<file path="config.mk">
export PLATFORM = sky130hd
export DESIGN_NAME = ReadoutFramer
export DESIGN_NICKNAME = d
export VERILOG_FILES = /design/src/hw/ReadoutPkg.sv /design/src/hw/ReadoutFramer.sv
export SDC_FILE = /design/constraint.sdc
export NUM_CORES = 1
export LEC_CHECK = 0
export BUFFER_PORTS_ARGS = -buffer_cell sky130_fd_sc_hd__clkbuf_2
export CAP_MARGIN = 30
export CELL_PAD_IN_SITES_DETAIL_PLACEMENT = 1
export CELL_PAD_IN_SITES_GLOBAL_PLACEMENT = 1
export CORE_UTILIZATION = 39
export DETAILED_ROUTE_END_ITERATION = 10
export PLACE_DENSITY = 0.75
export SYNTH_ARGS = -nofsm -noshare
export SYNTH_HDL_FRONTEND = slang
export SYNTH_SLANG_ARGS = --single-unit
</file>
<file path="constraint.sdc">
create_clock -name Clk -period 1.81 [get_ports Clk]
set_input_delay 0.362 -clock Clk [delete_from_list [all_inputs] [get_ports Clk]]
set_output_delay 0.362 -clock Clk [all_outputs]
set_load 0.02 [all_outputs]
</file>
<file path="src/hw/ReadoutPkg.sv">
package ReadoutPkg;

  ////////////////////////////////////////
  // Board geometry
  ////////////////////////////////////////

  // ASIC chains served by one board
  parameter int ChainCount = 4;

  // One RAM word as read back from a chain
  parameter int DataWidth = 16;

  // 64 words per chain RAM
  parameter int AddrWidth = 6;

  ////////////////////////////////////////
  // Chain bookkeeping types
  ////////////////////////////////////////

  // Chain index, also the tag on merged words
  typedef logic [1:0] chainIdxT;

  // One bit per chain, for the enable mask and the end hits
  typedef logic [ChainCount-1:0] chainMaskT;

  ////////////////////////////////////////
  // Done level
  ////////////////////////////////////////

  // Cycles that RamReadoutDone stays high
  parameter int DoneHoldDefault = 11;

endpackage

</file>
<file path="src/hw/ReadoutFramer.sv">
`timescale 1ns/1ps

module ReadoutFramer #(
  parameter int DataWidth = ReadoutPkg::DataWidth
) (
  input  logic                 Clk,
  input  logic                 reset_n,
  input  logic                 Start,
  input  logic                 MergedValid,
  input  logic [DataWidth-1:0] MergedData,
  input  ReadoutPkg::chainIdxT MergedChain,
  input  logic                 RamReadoutDone,
  output logic                 OutValid,
  output logic [DataWidth-1:0] OutData,
  output ReadoutPkg::chainIdxT OutChain,
  output logic                 OutTrailer
);

  logic                 WordValid;
  logic [DataWidth-1:0] WordData;
  logic [DataWidth-1:0] WordCount;
  logic                 DoneLast;

  // Output stage and word count
  always_ff @(posedge Clk or negedge reset_n) begin
    if (!reset_n) begin
      WordValid <= 1'b0;
      WordCount <= '0;
      DoneLast  <= 1'b0;
    end else begin
      WordValid <= MergedValid;
      DoneLast  <= RamReadoutDone;
      if (Start) begin
        WordCount <= '0;
      end else if (MergedValid) begin
        WordCount <= WordCount + DataWidth'(1);
      end
    end
  end

  always_ff @(posedge Clk) begin
    WordData <= MergedData;
    OutChain <= MergedChain;
  end

  // Trailer on the rising edge of done, the data stage is empty by then
  assign OutTrailer = RamReadoutDone & ~DoneLast;
  assign OutValid   = WordValid | OutTrailer;
  assign OutData    = OutTrailer ? WordCount : WordData;

endmodule

</file>
======== Word level (Yosys, flattened, before mapping) ========
Index checks and enable logic that the tools add are counted.
word-level totals
  output and inout bits ................... 20
  register bits ........................... 36
cells by class
  $add $sub $neg .......................... 1
  reductions and logical operators ........ 1
  multiplexer cells ....................... 3
  bitwise logic cells ..................... 3
operator list
  kind                   count
  $mux 16                3
  $add 16x1->16 const B  1
  $reduce_bool 2->1      1
  $and 1x1->1            1
  $not 1->1              1
  $or 1x1->1             1

======== Longest topological paths before layout ========
  word-level depth ........................ 3
  mapped depth ............................ 5

======== Least setup slack after synthesis ========
No wires, ideal clock.
  kind .................................... input-to-output
  start point ............................. input port RamReadoutDone
  end point ............................... output port OutData[10]
  arrival ................................. 1344 ps
  buffers on the path ..................... 2
  data required time ...................... 1448 ps
  slack ................................... 104 ps
  cell stages on the path ................. 4
  cells stage by stage .................... nor2b_1 buf_2 buf_2 mux2_2
on the way
  word-level cells in the longest chain between the ends .. 2
RTL lines
  item             line                 RTL
  start, declared  ReadoutFramer.sv:12  input logic RamReadoutDone,
  $and 1x1->1      ReadoutFramer.sv:47  assign OutTrailer = RamReadoutDone & ~DoneLast;
  via OutTrailer   ReadoutFramer.sv:16  output logic OutTrailer
  $mux 16          ReadoutFramer.sv:49  assign OutData = OutTrailer ? WordCount : WordData;
  end, declared    ReadoutFramer.sv:14  output logic [DataWidth-1:0] OutData,
The timed path passes the listed nets, and every way through them passes these cells.

======== Worst setup path in the final report ========
  start point ............................. register DoneLast
  end point ............................... output port OutData[5]
on the way
  word-level cells in the longest chain between the ends .. 3
RTL lines
  item                    line                 RTL
  start, declared         ReadoutFramer.sv:22  logic DoneLast;
  start signal, assigned  ReadoutFramer.sv:32  DoneLast <= RamReadoutDone;
  $not 1->1               ReadoutFramer.sv:47
  $and 1x1->1             ReadoutFramer.sv:47
  $mux 16                 ReadoutFramer.sv:49
Every way passes these cells.

==> flow_summary.json <==
{
  "status": "complete, but fails checks",
  "violations": "negative setup slack",
  "seqCellArea_um2": 811,
  "clock_latency_ps": 290,
  "met3_length_um": 182,
  "stdcell_count": 217,
  "cts_tree": "done",
  "synth-seq-cells": 36,
  "clkTransAtPathRegs_ps": 70,
  "drc": 0,
  "fin_skew_ps": 6.69,
  "numClockSinks": 36,
  "critPathMaxFanout": 18,
  "grt_pass1_vias": 1172,
  "fin_area_um2": 1860,
  "utilization_pct": 53.9,
  "dp_hpwl_um": 2210,
  "clock-root-buffer": "clkbuf_8",
  "syn_inst": 121,
  "dp_slack_ps": 80.2,
  "cts.hold.buffers_added": 0,
  "setup_ws_ps": -48.5,
  "overflow": 0,
  "die_w_um": 63.1,
  "yosysUniqueCellTypes": 30,
  "fin_total_pwr_mw": 1.70,
  "rr_endpoint": "WordCount[14]",
  "wl_per_cell_um": 14.0,
  "io_pins": 43,
  "grt_max_degree": 19,
  "grt_pass1_wl_um": 5240,
  "rows": 21,
  "synth_nets": 145,
  "grtUsageTotal_pct": 17.7,
  "met1_length_um": 1280,
  "min-delay-path-class": "input pin to async pin",
  "die_h_um": 63.1,
  "grt_antenna_before_repair": 0,
  "cp.required_ps": 1450,
  "startpoint_type": "register",
  "cts_buffer_depth": 2,
  "synth_area_um2": 1460,
  "ctsResizeCount": 1,
  "setup_viol": 16,
  "p_leak_nw": 0.832,
  "ir_drop_uv": 455,
  "synth_area_leaders": "dfrtp_1 31%, dfxtp_1 25%, mux2_2 13%",
  "place.gp.congestion": 0.705,
  "layout_common_cells": "36 x clkbuf_2, 18 x dfrtp_1, 18 x dfxtp_1",
  "yosysTopAreaCell": "dfrtp_1",
  "synth_ff_type": "dfxtp_1",
  "maxSlewHeadroom_pct": 68.5,
  "worst_setup_path_end_kind": "output pin",
  "cts_setup_buffers": 0,
  "ys_warn_count": 0,
  "n_fill_cell": 383,
  "core_um2": 3440,
  "drt-initial-drc-count": 28,
  "htreeDepth": 2,
  "placed_cell_area_um2": 1740,
  "reg2reg_depth": 4,
  "hold_viol_final": 0,
  "synth_edf_count": 0,
  "top_layer": "met4",
  "diodes": 0,
  "routed_wl_um": 3030,
  "synth.top_cell.area_share_pct": 31.0,
  "maxCapViolations": 0,
  "met2_length_um": 1520,
  "r2r-start": "WordCount[0]",
  "slew_viol_final": 0,
  "async_flop_share_pct": 50.0,
  "synth_area_per_cell_um2": 12.0,
  "arrival_ps": 1500,
  "area_delta_synth_final_pct": 27.5,
  "multiInputGateArea_um2": 611,
  "antenna_left": 0,
  "min_period_ps": 1860,
  "nNetsFinal": 194,
  "die_area_um2": 3980,
  "dr.pass1.iters": 2,
  "fmax_mhz": 538,
  "power.density_nw_per_um2": 916,
  "drive_above_1_share_pct": 45.0,
  "timing_worst_slew_pin_value_ps": 473,
  "vias": 1067,
  "post-route-period-util_pct": 103,
  "seq_area_frac_synth_pct": 55.7,
  "dp.cells": 209,
  "portBuffers": 42,
  "r2r_slack_ps": 150,
  "viasPerCell": 4.92,
  "initial_core_util_pct": 42.3,
  "crit_type": "register to output pin",
  "cts-buffers-inserted": 5,
  "rsz0062_at_grt": "yes",
  "layout_commonest_cell": "clkbuf_2"
}
[synth_stat cells (2+ instances only)]
cell type and number:
a21oi_1 4, buf_2 2, dfrtp_1 18, dfxtp_1 18, inv_1 3, mux2_2 17
nand2_1 4, nand3_1 3, nor2_1 14, nor2b_1 2, nor4_1 5, o21ai_0 3
or3_1 3, xnor2_1 9
[how the worst max path moves through the flow]
stage	from	end	slack, ps
after floorplan	RamReadoutDone	OutData[10]	100
after global routing	DoneLast	OutData[5]	-130
after detailed placement	RamReadoutDone	OutData[12]	80
after CTS	DoneLast	OutData[12]	-80
final	DoneLast	OutData[5]	-50
after global placement	RamReadoutDone	OutData[7]	110
[cell families after synthesis]
kind of cell / share of synthesized area, %
simple gates: 14.8
flops: 55.7
mux: 13.8
compound gates: 6.28
xor+xnor: 6.02
buf+inv: 2.49
fa+ha+maj: 0.860
[metrics by stage]
stage	TNS [ps]	hold WS [ps]
after floorplan	0	66.4
final	-633	15.1
after CTS	-1050	22.3
after global placement	0	336
after global routing	-1940	36.2
after detailed placement	0	344
[layout make-up]
type	instances	share of cell area, %
multi-input cells	78	32.9
well taps	46	3.10
inverters	3	0.607
repair buffers	46	13.9
flip-flops and latches	36	43.7
clock buffers	6	3.91
clock inverters	2	1.89
[where the power goes]
part           switching, mW  internal [mW]
sequential            0.0138          0.826
combinational         0.0931         0.0766
clock                  0.281          0.408
total                  0.388           1.31
[worst max-delay path: stages (launching register included)]
cell	delay, ps
dfrtp_1	380
nor2b_2	150
buf_12	170
mux2_2	350
buf_4	160
[registers in the layout, summed over array words and instances (netlist names)]
signal     cells
WordCount     16
WordValid      1
OutChain       2
DoneLast       1
WordData      16
[routing by layer]
metal	vias to the layer above	global-route usage [%]
met5	-	0
met1	509	18.6
met4	0	7.85
met2	36	31.3
li1	517	-
met3	5	6.52
(Power assumes the default switching activity.)
