[config.mk]
export PLATFORM = sky130hd
export DESIGN_NAME = ChainRamReader_flat
export DESIGN_NICKNAME = d
export VERILOG_FILES = /design/src/hw/ReadoutPkg.sv /design/src/hw/ChainWordIf.sv /design/src/hw/ChainRamReader.sv /design/src/flat_wrapper.sv
export SDC_FILE = /design/constraint.sdc
export NUM_CORES = 1
export LEC_CHECK = 0
export ABC_AREA = 0
export BUFFER_PORTS_ARGS = -buffer_cell sky130_fd_sc_hd__buf_2
export CAP_MARGIN = 20
export CORE_MARGIN = 2
export CORE_UTILIZATION = 61
export DETAILED_ROUTE_END_ITERATION = 12
export MAX_ROUTING_LAYER = met4
export PLACE_DENSITY = 0.77
export SLEW_MARGIN = 15
export SYNTH_ARGS = -nofsm -noshare
export SYNTH_HDL_FRONTEND = slang
export SYNTH_SLANG_ARGS = --single-unit
export TNS_END_PERCENT = 20
[constraint.sdc]
create_clock -name Clk -period 2.4 [get_ports Clk]
set_input_delay 0.36 -clock Clk [delete_from_list [all_inputs] [get_ports Clk]]
set_output_delay 0.36 -clock Clk [all_outputs]
set_load 0.01 [all_outputs]
[src/hw/ReadoutPkg.sv]
package ReadoutPkg;

  ////////////////////////////////////////
  // Board geometry
  ////////////////////////////////////////

  // ASIC chains served by one board
  parameter int ChainCount = 4;

  // One RAM word as read back from a chain
  parameter int DataWidth = 16;

  // 64 words per chain RAM
  parameter int AddrWidth = 6;

  ////////////////////////////////////////
  // Chain bookkeeping types
  ////////////////////////////////////////

  // Chain index, also the tag on merged words
  typedef logic [1:0] chainIdxT;

  // One bit per chain, for the enable mask and the end hits
  typedef logic [ChainCount-1:0] chainMaskT;

  ////////////////////////////////////////
  // Done level
  ////////////////////////////////////////

  // Cycles that RamReadoutDone stays high
  parameter int DoneHoldDefault = 11;

endpackage

[src/hw/ChainWordIf.sv]
`timescale 1ns/1ps

interface ChainWordIf #(
  parameter int DataWidth = ReadoutPkg::DataWidth
);

  // Read slot from the merger
  logic                 Slot;
  // Word stream from the reader
  logic                 Valid;
  logic [DataWidth-1:0] Data;
  // Last word of the chain, same cycle as its Valid
  logic                 OnceEnd;

  modport reader (
    input  Slot,
    output Valid,
    output Data,
    output OnceEnd
  );

  modport merger (
    output Slot,
    input  Valid,
    input  Data
  );

  modport doneSync (
    input  OnceEnd
  );

endinterface

[src/hw/ChainRamReader.sv]
`timescale 1ns/1ps

module ChainRamReader #(
  parameter int DataWidth = ReadoutPkg::DataWidth,
  parameter int AddrWidth = ReadoutPkg::AddrWidth
) (
  input  logic                 Clk,
  input  logic                 reset_n,
  input  logic                 Start,
  input  logic                 Enable,
  input  logic [AddrWidth-1:0] Length,
  input  logic                 LoadValid,
  input  logic [AddrWidth-1:0] LoadAddr,
  input  logic [DataWidth-1:0] LoadData,
  ChainWordIf.reader           Chain
);

  logic [DataWidth-1:0] Mem [2**AddrWidth];
  logic [AddrWidth-1:0] ReadAddr;
  logic [AddrWidth-1:0] LastAddr;
  logic                 Busy;
  logic                 Fetch;
  logic                 LastWord;

  ////////////////////////////////////////
  // Chain RAM
  ////////////////////////////////////////

  // Filled by the acquisition side through the load port
  always_ff @(posedge Clk) begin
    if (LoadValid) begin
      Mem[LoadAddr] <= LoadData;
    end
  end

  ////////////////////////////////////////
  // Read sequencer
  ////////////////////////////////////////

  // A word leaves only while the merger grants this chain
  assign Fetch    = Busy & Chain.Slot;
  assign LastWord = (ReadAddr == LastAddr);

  always_ff @(posedge Clk or negedge reset_n) begin
    if (!reset_n) begin
      Busy     <= 1'b0;
      ReadAddr <= '0;
      LastAddr <= '0;
    end else if (Start) begin
      // Zero length means nothing to read, so stay idle
      Busy     <= Enable && (Length != '0);
      ReadAddr <= '0;
      LastAddr <= Length - AddrWidth'(1);
    end else if (Fetch) begin
      ReadAddr <= ReadAddr + AddrWidth'(1);
      if (LastWord) begin
        Busy <= 1'b0;
      end
    end
  end

  // Asynchronous read, the word is on Data in its slot
  assign Chain.Valid   = Fetch;
  assign Chain.Data    = Mem[ReadAddr];
  assign Chain.OnceEnd = Fetch & LastWord;

endmodule

[src/flat_wrapper.sv]
// flat-port wrapper written by rule: the top's interface ports become plain ports
module ChainRamReader_flat 
#(
  parameter int DataWidth = ReadoutPkg::DataWidth,
  parameter int AddrWidth = ReadoutPkg::AddrWidth
)
  (Clk, reset_n, Start, Enable, Length, LoadValid, LoadAddr, LoadData, Chain_Slot, Chain_Valid, Chain_Data, Chain_OnceEnd);
  ChainWordIf #(.DataWidth(DataWidth)) Chain_i ();
  input  logic Clk;
  input  logic reset_n;
  input  logic Start;
  input  logic Enable;
  input  logic [AddrWidth-1:0] Length;
  input  logic LoadValid;
  input  logic [AddrWidth-1:0] LoadAddr;
  input  logic [DataWidth-1:0] LoadData;
  input wire logic [$bits(Chain_i.Slot)-1:0] Chain_Slot;
  output wire logic [$bits(Chain_i.Valid)-1:0] Chain_Valid;
  output wire logic [$bits(Chain_i.Data)-1:0] Chain_Data;
  output wire logic [$bits(Chain_i.OnceEnd)-1:0] Chain_OnceEnd;
  assign Chain_i.Slot = Chain_Slot;
  assign Chain_Valid = Chain_i.Valid;
  assign Chain_Data = Chain_i.Data;
  assign Chain_OnceEnd = Chain_i.OnceEnd;
  ChainRamReader #(.DataWidth(DataWidth), .AddrWidth(AddrWidth)) u_core (.Clk(Clk), .reset_n(reset_n), .Start(Start), .Enable(Enable), .Length(Length), .LoadValid(LoadValid), .LoadAddr(LoadAddr), .LoadData(LoadData), .Chain(Chain_i));
endmodule
# ---- After elaboration in Yosys (flattened, before gate mapping)
# Memories as Yosys holds them, arrays and structs flattened.
# Cells that the tools add are included.
dict set report totals {
  ff_bits 13
  mem_bits_rw 1024
  inputBits 34
  word_cells 21
  n_memories 1
}
dict set report classes {
  addsub 2
  eq_ne 1
  mux 7
  bitwise_logic 2
  reduce_logical 5
}
# memory depth word_bits rd rd_ports_with_merged_regs write_ports line
set memory_table {}
lappend memory_table {u_core.Mem 64 16 1 0 1 ChainRamReader.sv:18} ;# logic [DataWidth-1:0] Mem [2**AddrWidth];
# cell count
set op_table {}
lappend op_table {{two-way mux 6 bit} 2}
lappend op_table {{adder 6 x 1 -> 6 bit (second input constant)} 1}
lappend op_table {{== test 6 bit} 1}
lappend op_table {{nonzero test 6 bit} 1}
lappend op_table {{subtractor 6 x 1 -> 6 bit (second input constant)} 1}
lappend op_table {{two-way mux 1 bit} 5}
lappend op_table {{nonzero test 2 bit} 2}
lappend op_table {{AND 1 bit} 2}
lappend op_table {{AND reduction 2 bit} 1}
lappend op_table {{logical AND 1 bit} 1}

# ---- Depth between registers and ports, before layout
dict set report logic_depth {
  depth_word 4
  ltp_mapped 9
  ltp_nobuf 5
}

# ---- Least setup slack after synthesis
# No wires, ideal clock.
dict set report synth_timing {
  path_type {input -> register}
  from {input LoadAddr[3]}
  to {memory u_core.Mem[48][0] (enable)}
  setup_ps 409
  t_arrival_ps 1986
  slack_ps 5
  cell_stages 4
  path_buffers 1
  path_cell_list {clkbuf_1 nor2b_1 nand4b_1 nor3_1}
}
# item line
set synth_lines {}
lappend synth_lines {{start: declaration} flat_wrapper.sv:15} ;# input logic [AddrWidth-1:0] LoadAddr;
lappend synth_lines {{end: declaration} ChainRamReader.sv:18}
# Straight into the memory's write port.

# ---- Worst setup path after layout
dict set report layout_timing {
  from {register u_core.ReadAddr[0]}
  to {output Chain_Data[11]}
}
dict set report layout_via {
  elab_chain_len 1
}
# item line
set layout_rtl {}
lappend layout_rtl {{start: declaration} ChainRamReader.sv:19} ;# logic [AddrWidth-1:0] ReadAddr;
lappend layout_rtl {{start signal: assignment} ChainRamReader.sv:55} ;# ReadAddr <= ReadAddr + AddrWidth'(1);
lappend layout_rtl {{memory (64 x 16 bit)} --}
lappend layout_rtl {{end: declaration} flat_wrapper.sv:19} ;# output wire logic [$bits(Chain_i.Data)-1:0] Chain_Data;
# Every way passes these cells.

==> results.md <==
- Outcome: finished, violations left
- Failing checks: setup timing
- Filler cells: 3,498
- CP required: 2.04 ns
- Area leader, netlist: edfxtp_1
- Post-Synthesis Cells: 1,937
- Fin. Hold Viols: 0
- Multi-input combinational cell area: 9320 um2
- CTS tree: done
- Die width: 262 um
- Dpl cells: 3,034
- Data arrival, critical path: 3.21 ns
- Fin crit period: 3.57 ns
- RR Startpoint: u_core.ReadAddr[2]$_DFFE_PN0P_
- Fin. max-slew vios: 0
- Syn Area/Cell: 21.0 um2
- FF/Latch Area: 31,100 um2
- H-tree Lvls: 3
- Via density: 6.77
- Layout cell share with drive strength beyond 1: 32.4%
- First-pass GRT wire length: 148,000 um
- Distinct cells, synth: 46
- WL/cell: 31.9 um
- Crit path max fanout: 7
- Post-DRT Antenna Nets: 0
- Flop2flop setup slack: 0.38 ns
- Design Power: 0.0377 W
- Mapped cell area: 40,700 um2
- Vias in the first global route: 21.7k
- Worst skew pair latency: 0.66 ns
- Pre-CTS setup slack: -0.951 ns
- Leak: 15.3 nW
- Slew margin rel.: 42.4%
- Flops & latches, synth: 1,037
- Ant diodes: 0
- RSZ-0062 raised after global routing: true
- Async S/R FF share, synth: 1.25%
- Synth top cells by count: edfxtp_1 (1,024), mux2i_1 (158), mux4_2 (137), nor2_1 (129), mux4_1 (55)
- Row count: 94
- Gr ovfl total: 0
- Fin crit share: 149%
- EDFF count, synth: 1,024
- Achievable frequency: 280 MHz
- Die height: 262 um
- Dominant cells by area after synthesis: edfxtp_1 (76%), mux4_2 (7.6%), mux2i_1 (3.9%), mux4_1 (3.6%), nor2_1 (1.2%)
- First-pass DRT Iterations: 5
- Largest net degree at the start of global routing: 65
- Crit. Startpoint: u_core.ReadAddr[0]$_DFFE_PN0P_
- Die area: 68,700 um2
- Final wirelength: 103,000 um
- DPL Wire Length: 59,300 um
- Final WS setup: -1.17 ns
- Initial core utilization: 61.7%
- Pwr Density: 783 nW/um2
- Initial DRC count: 3,209
- Area Overhead vs Synth: 18.3%
- Area share of the largest cell type after synthesis: 75.6%
- Core footprint: 65,900 um2
- Total CTS buffers: 96
- Initial antenna violation count: 0
- Crit path kind: reg2out
- Clock transition at the registers of the reported paths: 0.07 ns
- YS warnings: 0
- Clock Sinks: 1,037
- All-layer global routing usage: 31.5%
- VDD IR max: 0.567 mV
- Bufs on Longest Clock Path: 3
- Fin cells: 3,230
- Io pins: 52
- Mapped Nets: 1,974
- Setup crit start kind: flip-flop
- Max cap viols: 0
- Min-delay src: Length[3]
- IO Port Bufs: 51
- Final setup violation count: 17
- Final clock skew: 0.00606 ns
- Clk root buf: clkbuf_16
- Least-Margin Pin Slew: 0.864 ns
- Drt drc: 0
- Routability cong.: 0.865
- Routed vias: 21.9k
- Worst Setup End Kind: output port
- Most instantiated library cell after synthesis: edfxtp_1
- Main flop type after synthesis: edfxtp_1
- Hold Crit Class: in2reg
- Sequential fraction of the synthesis area: 76.4%
- Fin nets: 2,323
worst max-delay path, cell delays in order, from the launching register on:
cell       delay, ns
dfrtp_4         0.47
buf_12          0.18
buf_16          0.16
buf_4           0.15
mux4_2          0.51
mux2i_2         0.24
nor2_1          0.09
a2111oi_2       0.32
buf_4           0.20
a211oi_1        0.04
buf_2           0.16
power by group:
| group | internal (W) | switching (W) | leakage [nW] |
|---|---|---|---|
| registers | 0.0200 | 0.0000541 | 9.37 |
| logic | 0.00101 | 0.00121 | 4.37 |
| clock network | 0.00859 | 0.00676 | 1.55 |
| total | 0.0296 | 0.00802 | 15.3 |
cell usage in the layout, fill, tap and decap left out, types with 34 or more instances in the layout:
cell type  count
edfxtp_1    1024
buf_4        242
mux4_2       144
mux2i_1      144
nor2_1       127
clkbuf_16     96
buf_2         51
mux4_1        48
buf_12        45
o22ai_1       42
nand2_1       36
mux2_2        34
stage by stage:
stage | TNS (ns) | utilization (%) | hold WS [ns] | instance area [um2]
after CTS | -17.68 | 72.9 | 0.0559 | 48000
final | -18.04 | 73.0 | 0.0729 | 48100
after global routing | -18.84 | 73.0 | 0.0855 | 48100
after detailed placement | -10.37 | 66.8 | 0.266 | 44000
after floorplan | 0 | - | 0.0644 | 40700
after global placement | -10.26 | 66.8 | 0.261 | 44000
final cells by class:
| class | instances | share of cell area [%] |
|---|---|---|
| clock inverter | 74 | 1.52 |
| tap | 864 | 2.25 |
| inverter | 4 | 0.0312 |
| timing repair buffer | 362 | 7.09 |
| sequential | 1037 | 64.7 |
| multi-input combinational | 785 | 19.4 |
| clock buffer | 104 | 5.06 |
sequential cells by signal, indices dropped and copies added, names as in the netlist:
name	count
u_core.Busy	1
u_core.LastAddr	6
u_core.Mem	1024
u_core.ReadAddr	6
metal layers:
| metal | vias up | wire length, um | GRT usage, % |
|---|---|---|---|
| met5 | - | 0 | - |
| met4 | 0 | 4080 | 12.6 |
| met3 | 242 | 11000 | 5.86 |
| met2 | 1602 | 49800 | 47.9 |
| met1 | 11300 | 38200 | 43.0 |
| li1 | 8777 | - | - |
cell families (layout without fill, tap and decap cells):
| logic type | Yosys count | after routing | synth area share (%) |
|---|---|---|---|
| flip-flops | 1037 | 1037 | 76.4 |
| buffers and inverters | 115 | 544 | 1.89 |
| adder cells (fa/ha/maj) | 3 | 3 | 0.0923 |
| multiplexers | 384 | 384 | 16.0 |
| XOR/XNOR | 14 | 14 | 0.302 |
| AND/OR/NAND/NOR | 220 | 220 | 2.32 |
| AO/OA/AOI/OAI | 164 | 164 | 2.98 |
path summary, 6_finish.rpt:
kind | end | cells past startpoint
max | Chain_Data[11] | 10
min | u_core.LastAddr[3]$_DFFE_PN0P_ | 3
max reg2reg | u_core.ReadAddr[4]$_DFFE_PN0P_ | 7
min reg2reg | u_core.LastAddr[5]$_DFFE_PN0P_ | 2
max in group asynchronous | u_core.ReadAddr[2]$_DFFE_PN0P_ | 2
min in group asynchronous | u_core.ReadAddr[5]$_DFFE_PN0P_ | 2
what timing repair did:
item                                   CTS  global route
endpoints found under the hold margin   15             0
gates cloned                             6             0
hold buffers                             3             0
gates resized for setup                121            19
setup buffers                            8             2
setup endpoints to repair               17            17
pin swaps                               35             8
No activity file was read; power rests on OpenSTA's default activity.
